--- src/rtl/periph_bus_pkg.sv ---
////////////////////////////////////////////////////////////
// Peripheral bus types
// Access size codes, the core request and the response
// returned by every full-interface peripheral
////////////////////////////////////////////////////////////
`default_nettype none

package periph_bus_pkg;

    localparam int unsigned ADDR_W = 11;
    localparam int unsigned DATA_W = 32;

    // Matches the core's two-bit read and write codes
    typedef enum logic [1:0] {
        acc_byte = 2'b00,
        acc_half = 2'b01,
        acc_word = 2'b10,
        acc_none = 2'b11
    } access_size_e;

    typedef struct packed {
        logic [ADDR_W-1:0] address;
        logic [DATA_W-1:0] wdata;
        access_size_e      write;
        access_size_e      read;
    } bus_req_t;

    typedef struct packed {
        logic [DATA_W-1:0] rdata;
        logic              ready;
    } periph_resp_t;

endpackage

`default_nettype wire

--- src/rtl/periph_map_pkg.sv ---
////////////////////////////////////////////////////////////
// Peripheral address map
// Slot numbers, register offsets and timer state
////////////////////////////////////////////////////////////
`default_nettype none

package periph_map_pkg;

    localparam int unsigned NUM_USER   = 4;
    localparam int unsigned NUM_SIMPLE = 2;

    localparam int unsigned SLOT_GPIO  = 1;
    localparam int unsigned SLOT_TIMER = 2;
    localparam int unsigned SIMPLE_PWM = 0;

    localparam logic [5:0] GPIO_OUT_OFS  = 6'h00;
    localparam logic [5:0] GPIO_IN_OFS   = 6'h04;
    localparam logic [5:0] GPIO_SEL_BASE = 6'h20;

    localparam logic [5:0] TMR_CMP_OFS  = 6'h00;
    localparam logic [5:0] TMR_CTRL_OFS = 6'h04;
    localparam logic [5:0] TMR_CNT_OFS  = 6'h08;

    // Set in a pin source code to pick a simple slot
    localparam int unsigned SRC_SIMPLE_BIT = 4;

    typedef enum logic {
        tmr_idle    = 1'b0,
        tmr_running = 1'b1
    } timer_state_e;

endpackage

`default_nettype wire

--- src/rtl/periph_decode.sv ---
////////////////////////////////////////////////////////////
// Peripheral address decode
// Slot select vectors and per-slot gated requests
////////////////////////////////////////////////////////////
`default_nettype none
`timescale 1ns/10ps

module periph_decode (
    input  periph_bus_pkg::bus_req_t                req,
    output logic [periph_map_pkg::NUM_USER-1:0]     user_sel,
    output logic [periph_map_pkg::NUM_SIMPLE-1:0]   simple_sel,
    output periph_bus_pkg::bus_req_t                gpio_req,
    output periph_bus_pkg::bus_req_t                timer_req,
    output periph_bus_pkg::bus_req_t                pwm_req
);

    // Unselected slots see an idle request
    function automatic periph_bus_pkg::bus_req_t gate(
        input periph_bus_pkg::bus_req_t r,
        input logic                     sel
    );
        gate = r;
        if (!sel) begin
            gate.read  = periph_bus_pkg::acc_none;
            gate.write = periph_bus_pkg::acc_none;
        end
    endfunction

    // Bit 10 picks the simple space, 16 bytes per slot
    always_comb begin
        for (int u = 0; u < periph_map_pkg::NUM_USER; u++) begin
            user_sel[u] = !req.address[10] && (req.address[9:6] == 4'(u));
        end
        for (int s = 0; s < periph_map_pkg::NUM_SIMPLE; s++) begin
            simple_sel[s] = req.address[10] && (req.address[7:4] == 4'(s));
        end
    end

    assign gpio_req  = gate(req, user_sel[periph_map_pkg::SLOT_GPIO]);
    assign timer_req = gate(req, user_sel[periph_map_pkg::SLOT_TIMER]);
    assign pwm_req   = gate(req, simple_sel[periph_map_pkg::SIMPLE_PWM]);

endmodule

`default_nettype wire

--- src/rtl/periph_gpio.sv ---
////////////////////////////////////////////////////////////
// GPIO peripheral
// Output register, input synchronizer and per-pin source
// select driving the output pins from any slot
////////////////////////////////////////////////////////////
`default_nettype none
`timescale 1ns/10ps

module periph_gpio (
    input  logic                                        clk,
    input  logic                                        rst_n,
    input  periph_bus_pkg::bus_req_t                    req,
    input  logic [7:0]                                  ui_in,
    input  logic [periph_map_pkg::NUM_USER-1:0][7:0]    user_pins,
    input  logic [periph_map_pkg::NUM_SIMPLE-1:0][7:0]  simple_pins,
    output periph_bus_pkg::periph_resp_t                resp,
    output logic [7:0]                                  uo_out
);

    logic [7:0]                               gpio_out;
    logic [7:0]                               ui_in_meta;
    logic [7:0]                               ui_in_sync;
    logic [4:0]                               pin_sel [8];
    logic [periph_map_pkg::NUM_USER-1:0][7:0] user_src;
    logic [5:0]                               offset;
    logic                                     wr_en;
    logic                                     sel_hit;

    assign offset  = req.address[5:0];
    assign wr_en   = req.write != periph_bus_pkg::acc_none;
    // Select registers sit at base + 4 * pin
    assign sel_hit = (offset & ~6'h1c) == periph_map_pkg::GPIO_SEL_BASE;

    always_ff @(posedge clk) begin
        if (!rst_n) begin
            gpio_out <= '0;
        end else if (wr_en && offset == periph_map_pkg::GPIO_OUT_OFS) begin
            gpio_out <= req.wdata[7:0];
        end
    end

    always_ff @(posedge clk) begin
        ui_in_meta <= ui_in;
        ui_in_sync <= ui_in_meta;
    end

    // Own pins fed back from the output register
    always_comb begin
        user_src = user_pins;
        user_src[periph_map_pkg::SLOT_GPIO] = gpio_out;
    end

    for (genvar p = 0; p < 8; p++) begin : g_pin
        logic pin_val;

        always_ff @(posedge clk) begin
            if (!rst_n) begin
                pin_sel[p] <= (p == 0) ? 5'(periph_map_pkg::SLOT_TIMER)
                                       : 5'(periph_map_pkg::SLOT_GPIO);
            end else if (wr_en && sel_hit && offset[4:2] == 3'(p)) begin
                pin_sel[p] <= req.wdata[4:0];
            end
        end

        always_comb begin
            pin_val = 1'b0;
            if (pin_sel[p][periph_map_pkg::SRC_SIMPLE_BIT]) begin
                for (int s = 0; s < periph_map_pkg::NUM_SIMPLE; s++) begin
                    if (pin_sel[p][3:0] == 4'(s)) begin
                        pin_val = simple_pins[s][p];
                    end
                end
            end else begin
                for (int u = 0; u < periph_map_pkg::NUM_USER; u++) begin
                    if (pin_sel[p][3:0] == 4'(u)) begin
                        pin_val = user_src[u][p];
                    end
                end
            end
        end

        assign uo_out[p] = pin_val;
    end

    always_comb begin
        resp.ready = 1'b1;
        resp.rdata = '0;
        if (offset == periph_map_pkg::GPIO_OUT_OFS) begin
            resp.rdata = {24'h0, gpio_out};
        end else if (offset == periph_map_pkg::GPIO_IN_OFS) begin
            resp.rdata = {24'h0, ui_in};
        end else if (offset == periph_map_pkg::GPIO_IN_OFS + 6'h04) begin
            // Synchronized copy of the inputs
            resp.rdata = {24'h0, ui_in_sync};
        end else if (sel_hit) begin
            resp.rdata = {27'h0, pin_sel[offset[4:2]]};
        end
    end

endmodule

`default_nettype wire

--- src/rtl/periph_timer.sv ---
////////////////////////////////////////////////////////////
// Compare timer
// 32-bit counter that wraps on the compare value and
// raises a sticky interrupt
////////////////////////////////////////////////////////////
`default_nettype none
`timescale 1ns/10ps

module periph_timer (
    input  logic                         clk,
    input  logic                         rst_n,
    input  periph_bus_pkg::bus_req_t     req,
    output periph_bus_pkg::periph_resp_t resp,
    output logic [7:0]                   pins,
    output logic                         irq
);

    periph_map_pkg::timer_state_e state;
    logic [31:0]                  cmp_q;
    logic [31:0]                  cnt_q;
    logic                         rd_ready;
    logic                         wr_en;
    logic [5:0]                   offset;

    // Narrow writes keep the upper bits
    function automatic logic [31:0] merge(
        input logic [31:0]                  old,
        input logic [31:0]                  data,
        input periph_bus_pkg::access_size_e size
    );
        case (size)
            periph_bus_pkg::acc_byte: merge = {old[31:8], data[7:0]};
            periph_bus_pkg::acc_half: merge = {old[31:16], data[15:0]};
            default:                  merge = data;
        endcase
    endfunction

    assign offset = req.address[5:0];
    assign wr_en  = req.write != periph_bus_pkg::acc_none;

    always_ff @(posedge clk) begin
        if (!rst_n) begin
            state    <= periph_map_pkg::tmr_idle;
            cmp_q    <= '0;
            cnt_q    <= '0;
            irq      <= 1'b0;
            rd_ready <= 1'b0;
        end else begin
            rd_ready <= req.read != periph_bus_pkg::acc_none;
            if (state == periph_map_pkg::tmr_running) begin
                if (cnt_q == cmp_q) begin
                    cnt_q <= '0;
                    irq   <= 1'b1;
                end else begin
                    cnt_q <= cnt_q + 32'd1;
                end
            end
            if (wr_en && offset == periph_map_pkg::TMR_CMP_OFS) begin
                cmp_q <= merge(cmp_q, req.wdata, req.write);
            end
            // Register writes take priority over counting
            if (wr_en && offset == periph_map_pkg::TMR_CTRL_OFS) begin
                if (req.wdata[0]) begin
                    state <= periph_map_pkg::tmr_running;
                    cnt_q <= '0;
                end else begin
                    state <= periph_map_pkg::tmr_idle;
                end
                if (req.wdata[1]) begin
                    irq <= 1'b0;
                end
            end
        end
    end

    always_comb begin
        resp.ready = (req.read == periph_bus_pkg::acc_none) || rd_ready;
        case (offset)
            periph_map_pkg::TMR_CMP_OFS:  resp.rdata = cmp_q;
            periph_map_pkg::TMR_CTRL_OFS:
                resp.rdata = {30'h0, irq, state == periph_map_pkg::tmr_running};
            periph_map_pkg::TMR_CNT_OFS:  resp.rdata = cnt_q;
            default:                      resp.rdata = '0;
        endcase
    end

    assign pins = {8{irq}};

endmodule

`default_nettype wire

--- src/rtl/periph_pwm.sv ---
////////////////////////////////////////////////////////////
// Simple PWM peripheral
// 8-bit duty register against a free-running counter
////////////////////////////////////////////////////////////
`default_nettype none
`timescale 1ns/10ps

module periph_pwm (
    input  logic       clk,
    input  logic       rst_n,
    input  logic       write,
    input  logic [3:0] address,
    input  logic [7:0] wdata,
    output logic [7:0] rdata,
    output logic [7:0] pins
);

    logic [7:0] duty;
    logic [7:0] cnt;

    always_ff @(posedge clk) begin
        if (!rst_n) begin
            duty <= '0;
            cnt  <= '0;
        end else begin
            cnt <= cnt + 8'd1;
            if (write && address == 4'h0) begin
                duty <= wdata;
            end
        end
    end

    // High for duty counts out of every 256
    assign pins  = {8{cnt < duty}};
    assign rdata = (address == 4'h0) ? duty : 8'h00;

endmodule

`default_nettype wire

--- src/rtl/periph_read_return.sv ---
////////////////////////////////////////////////////////////
// Read return stage
// Muxes the selected slot, registers data_out and holds it
// until the core completes the read
////////////////////////////////////////////////////////////
`default_nettype none
`timescale 1ns/10ps

module periph_read_return (
    input  logic                                  clk,
    input  logic                                  rst_n,
    input  periph_bus_pkg::bus_req_t              req,
    input  logic [periph_map_pkg::NUM_USER-1:0]   user_sel,
    input  logic [periph_map_pkg::NUM_SIMPLE-1:0] simple_sel,
    input  periph_bus_pkg::periph_resp_t          gpio_resp,
    input  periph_bus_pkg::periph_resp_t          timer_resp,
    input  logic [7:0]                            pwm_rdata,
    input  logic                                  data_read_complete,
    output logic [31:0]                           data_out,
    output logic                                  data_ready
);

    periph_bus_pkg::periph_resp_t sel_resp;
    logic                         active;
    logic                         last_active;
    logic                         is_read;
    logic                         hold;
    logic                         load;

    assign is_read = req.read != periph_bus_pkg::acc_none;
    assign active  = is_read || (req.write != periph_bus_pkg::acc_none);
    assign load    = !hold && sel_resp.ready && is_read;

    // Empty user slots never answer, empty simple slots read zero
    always_comb begin
        sel_resp = '0;
        if (req.address[10]) begin
            sel_resp.ready = 1'b1;
            if (simple_sel[periph_map_pkg::SIMPLE_PWM]) begin
                sel_resp.rdata = {24'h0, pwm_rdata};
            end
        end else if (user_sel[periph_map_pkg::SLOT_GPIO]) begin
            sel_resp = gpio_resp;
        end else if (user_sel[periph_map_pkg::SLOT_TIMER]) begin
            sel_resp = timer_resp;
        end
    end

    always_ff @(posedge clk) begin
        if (!rst_n) begin
            hold        <= 1'b0;
            last_active <= 1'b0;
            data_ready  <= 1'b0;
        end else begin
            if (data_read_complete) begin
                hold <= 1'b0;
            end
            if (load) begin
                hold <= 1'b1;
            end
            last_active <= active;
            data_ready  <= last_active && active && sel_resp.ready;
        end
    end

    always_ff @(posedge clk) begin
        if (load) begin
            data_out <= sel_resp.rdata;
        end
    end

endmodule

`default_nettype wire

--- src/rtl/periph_subsystem.sv ---
////////////////////////////////////////////////////////////
// Peripheral subsystem top level
// Decode, GPIO, timer, PWM and the read return stage
////////////////////////////////////////////////////////////
`default_nettype none
`timescale 1ns/10ps

module periph_subsystem (
    input  logic                                 clk,
    input  logic                                 rst_n,
    input  logic [7:0]                           ui_in,
    output logic [7:0]                           uo_out,
    input  periph_bus_pkg::bus_req_t             req,
    input  logic                                 data_read_complete,
    output logic [31:0]                          data_out,
    output logic                                 data_ready,
    output wire  [periph_map_pkg::NUM_USER-1:0]  user_interrupts
);

    periph_bus_pkg::bus_req_t                    gpio_req;
    periph_bus_pkg::bus_req_t                    timer_req;
    periph_bus_pkg::bus_req_t                    pwm_req;
    periph_bus_pkg::periph_resp_t                gpio_resp;
    periph_bus_pkg::periph_resp_t                timer_resp;
    logic [periph_map_pkg::NUM_USER-1:0]         user_sel;
    logic [periph_map_pkg::NUM_SIMPLE-1:0]       simple_sel;
    logic [7:0]                                  pwm_rdata;
    wire  [periph_map_pkg::NUM_USER-1:0][7:0]    user_pins;
    wire  [periph_map_pkg::NUM_SIMPLE-1:0][7:0]  simple_pins;

    // Empty slots drive no pins and no interrupts
    for (genvar u = 0; u < periph_map_pkg::NUM_USER; u++) begin : g_user_tie
        if (u != periph_map_pkg::SLOT_TIMER) begin : g_idle
            assign user_pins[u]       = '0;
            assign user_interrupts[u] = 1'b0;
        end
    end

    for (genvar s = 0; s < periph_map_pkg::NUM_SIMPLE; s++) begin : g_simple_tie
        if (s != periph_map_pkg::SIMPLE_PWM) begin : g_idle
            assign simple_pins[s] = '0;
        end
    end

    periph_decode u_decode (
        .req        (req),
        .user_sel   (user_sel),
        .simple_sel (simple_sel),
        .gpio_req   (gpio_req),
        .timer_req  (timer_req),
        .pwm_req    (pwm_req)
    );

    periph_gpio u_gpio (
        .clk         (clk),
        .rst_n       (rst_n),
        .req         (gpio_req),
        .ui_in       (ui_in),
        .user_pins   (user_pins),
        .simple_pins (simple_pins),
        .resp        (gpio_resp),
        .uo_out      (uo_out)
    );

    periph_timer u_timer (
        .clk   (clk),
        .rst_n (rst_n),
        .req   (timer_req),
        .resp  (timer_resp),
        .pins  (user_pins[periph_map_pkg::SLOT_TIMER]),
        .irq   (user_interrupts[periph_map_pkg::SLOT_TIMER])
    );

    periph_pwm u_pwm (
        .clk     (clk),
        .rst_n   (rst_n),
        .write   (pwm_req.write != periph_bus_pkg::acc_none),
        .address (pwm_req.address[3:0]),
        .wdata   (pwm_req.wdata[7:0]),
        .rdata   (pwm_rdata),
        .pins    (simple_pins[periph_map_pkg::SIMPLE_PWM])
    );

    periph_read_return u_read_return (
        .clk                (clk),
        .rst_n              (rst_n),
        .req                (req),
        .user_sel           (user_sel),
        .simple_sel         (simple_sel),
        .gpio_resp          (gpio_resp),
        .timer_resp         (timer_resp),
        .pwm_rdata          (pwm_rdata),
        .data_read_complete (data_read_complete),
        .data_out           (data_out),
        .data_ready         (data_ready)
    );

endmodule

`default_nettype wire

--- config.mk ---
export PLATFORM = sky130hd
export DESIGN_NAME = periph_subsystem
export DESIGN_NICKNAME = d
export VERILOG_FILES = /design/src/rtl/periph_bus_pkg.sv /design/src/rtl/periph_map_pkg.sv /design/src/rtl/periph_decode.sv /design/src/rtl/periph_gpio.sv /design/src/rtl/periph_timer.sv /design/src/rtl/periph_pwm.sv /design/src/rtl/periph_read_return.sv /design/src/rtl/periph_subsystem.sv
export SDC_FILE = /design/constraint.sdc
export NUM_CORES = 1
export LEC_CHECK = 0
export BUFFER_PORTS_ARGS = -buffer_cell sky130_fd_sc_hd__buf_2
export CAP_MARGIN = 40
export CORE_ASPECT_RATIO = 1.2
export CORE_UTILIZATION = 55
export DETAILED_ROUTE_END_ITERATION = 10
export GPL_TIMING_DRIVEN = 0
export HOLD_SLACK_MARGIN = 0.02
export PLACE_DENSITY = 0.86
export SYNTH_ARGS = -nofsm -noshare
export SYNTH_HDL_FRONTEND = slang
export SYNTH_HIERARCHICAL = 1
export SYNTH_SLANG_ARGS = --single-unit
--- constraint.sdc ---
create_clock -name clk -period 2.05 [get_ports clk]
set_input_delay 0 -clock clk [delete_from_list [all_inputs] [get_ports clk]]
set_output_delay 0 -clock clk [all_outputs]
set_load 0.005 [all_outputs]
==> flow_summary.toml <==
[setup_path]
path_common_cell = "buf_6"
slowest_stage = "mux4_2"
crit_family = "multiplexers"
arrival_ns = 2.62
cp.depth = 11
critPathMaxFanout = 8
startpoint_type = "flop"
cp_num_buf_inv = 4
critPathRequiredTime_ns = 2.05
reg2reg_depth = 5
endpoint_kind = "primary output"
crit_path_cell_trace = "inv_2 -> ha_4 -> nand3_2 -> o211ai_1 -> a21oi_1 -> buf_6 -> buf_6 -> mux4_2 -> mux2i_2 -> nor3_2 -> buf_6"
cpPeakStageDelay_ns = 0.46
critPathKind = "reg2out"
r2r-start = "u_timer/cnt_q[9]$_SDFF_PN0_"
crit_start = "u_pwm/duty[6]$_SDFFE_PN0P_"

[detailed_routing]
wl_um = 29700
drt_first_pass_iters = 7
routed_via_density = 5.87
drc = 0
drt_iter0_markers = 1185
ant_nets = 0
wl_per_cell_um = 19.5
dr_total_vias = 8929

[job]
drv_cap = 0

[sta]
fin_ws_ns = -0.571
relSlewSlack_pct = 42.4
tns_ns = -4.10
min_period_ns = 2.62
finalHoldViolations = 0
fin_crit_sh_pct = 128
rsz0062_at_grt = "true"
setup_viol_count_final = 8
whs_ns = 0.0541
worst_pin_slew_ns = 0.858
skew_ns = 0.0151
fmax_mhz = 382
maxSlewViolCount = 0

[yosys]
yosys_warnings = 6
syn-mean-instance-area_um2 = 9.65
netlist_instances = 1076
synth_area_um2 = 10400

[global_routing]
grt_pass1_vias = 8772
antenna_found_initial = 0
grt_overflow = 0
grt_pass1_wl_um = 45800
grt_max_degree = 21
busiest_layer = "met2"
use_met2_pct = 54.3
grt_use_met3_pct = 5.30
use_met1_pct = 34.6
grt.total_usage_pct = 30.6

[clock_network]
htree_num_levels = 4
insertion_delay_ns = 0.44
cts_root_buf = "clkbuf_16"
cts.path.max_buffers = 2
clk_pin_slew_worst_paths_ns = 0.08
cts_sinks = 182
cts_tree = "yes"
cts_buffers = 17

[pwr]
vdd_drop_max_uv = 622
leakagePower_nw = 5.16
p_per_area_nw_per_um2 = 639
power_mw = 8.12

[floorplan]
core_um2 = 18300
initial_core_util_pct = 56.7
die_height_um = 153
std_cell_rows = 54
ios = 103
die_w_um = 127
dieArea_um2 = 19400

[finish]
regArea_um2 = 4390
fin_nets = 1322
fill_cells = 1245
final_layout_size_suffix_gt1_share_pct = 27.1
antenna_cells = 0
syn_to_final_growth_pct = 22.2
multi_input_area_um2 = 5150

[placement]
hpwl_um = 19300
portBuffers = 62
gp_congestion = 0.939

[hold_path]
hp-class = "in2reg"
hold_path_startpoint = "req[0]"
holdPathStages = 2

[outcome]
violations = "setup timing"
status = "complete, but fails checks"
-- where the power goes --
| group | switching (mW) | leakage, nW | total, mW | internal [mW] |
|---|---|---|---|---|
| Combinational | 0.413 | 3.24 | 0.838 | 0.425 |
| Clock | 1.56 | 0.304 | 3.36 | 1.80 |
| Sequential | 0.0669 | 1.61 | 3.92 | 3.85 |
| Total | 2.04 | 5.16 | 8.12 | 6.08 |
-- sequential cells by signal, summed over array words and instances (netlist names) --
name,cells
u_read_return/last_active,1
u_gpio/gpio_out,8
u_timer/irq,1
u_timer/cmp_q,32
u_timer/rd_ready,1
u_pwm/duty,8
u_gpio/pin_sel,40
u_read_return/data_out,32
u_gpio/ui_in_sync,8
u_timer/cnt_q,32
u_read_return/data_ready,1
u_pwm/cnt,8
u_timer/state,1
u_gpio/ui_in_meta,8
u_read_return/hold,1
-- path summary, 6_finish.rpt --
kind | to | slack [ns]
hold reg to reg | u_gpio/ui_in_sync[2]$_DFF_P_ | 0.33
hold / removal | u_read_return/data_out[5]$_DFFE_PP_ | 0.05
setup / recovery | uo_out[2] | -0.57
setup reg to reg | u_timer/cnt_q[20]$_SDFF_PN0_ | 0.06
-- final cells by class --
type,instances,area share [%]
Sequential cell,182,34.6
Tap cell,252,2.48
Clock buffer,20,3.85
Multi-Input combinational cell,746,40.6
Clock inverter,12,0.966
Inverter,18,0.532
Timing Repair Buffer,128,7.91
Buffer,162,9.07
-- placed cells by master (no fill, tap or decap), types with 11 or more instances in the layout --
cell / instances
a21oi_1: 34
xnor2_1: 22
xor2_1: 36
nor3_1: 11
a22o_1: 30
nand4_1: 18
buf_4: 112
buf_6: 21
o21ai_0: 30
edfxtp_1: 72
conb_1: 52
inv_1: 13
or3_1: 14
clkbuf_16: 19
buf_2: 70
nor2_1: 95
nor2b_1: 14
nand2b_1: 11
clkbuf_1: 18
nand2_1: 83
mux4_2: 12
a22oi_1: 31
and2_1: 38
nand3_1: 19
dfxtp_2: 21
mux2i_1: 62
dlygate4sd3_1: 55
nor3b_1: 16
dfxtp_1: 89
-- repair_timing --
item	CTS	global route
pin swaps	16	4
setup buffers	7	2
hold buffers	55	0
gates resized for setup	49	49
endpoints found under the setup margin	40	87
endpoints found under the hold margin	103	0
-- per-stage QoR --
stage	utilization (%)	setup slack (ns)	std cells	instance area (µm²)
2_1_floorplan	-	-0.0441	1125	10600
3_3_place_gp	61.2	-0.721	1439	11200
3_5_place_dp	61.4	-0.580	1441	11200
4_1_cts	68.7	-0.512	1521	12600
5_1_grt	69.3	-0.647	1520	12700
6_report	69.3	-0.571	1520	12700
-- layer usage --
layer	wire (µm)	vias up
met1	10900	4288
met2	15200	505
met3	2050	128
li1	-	4008
met5	0	-
met4	1540	0
-- worst reg2reg max path, delay by kind of cell (launching register included) --
family | cells | cell delay [ns]
XOR/XNOR | 1 | 0.11
AND/OR/NAND/NOR | 4 | 1.37
flip-flops | 1 | 0.42
No activity file was read; power rests on OpenSTA's default activity.
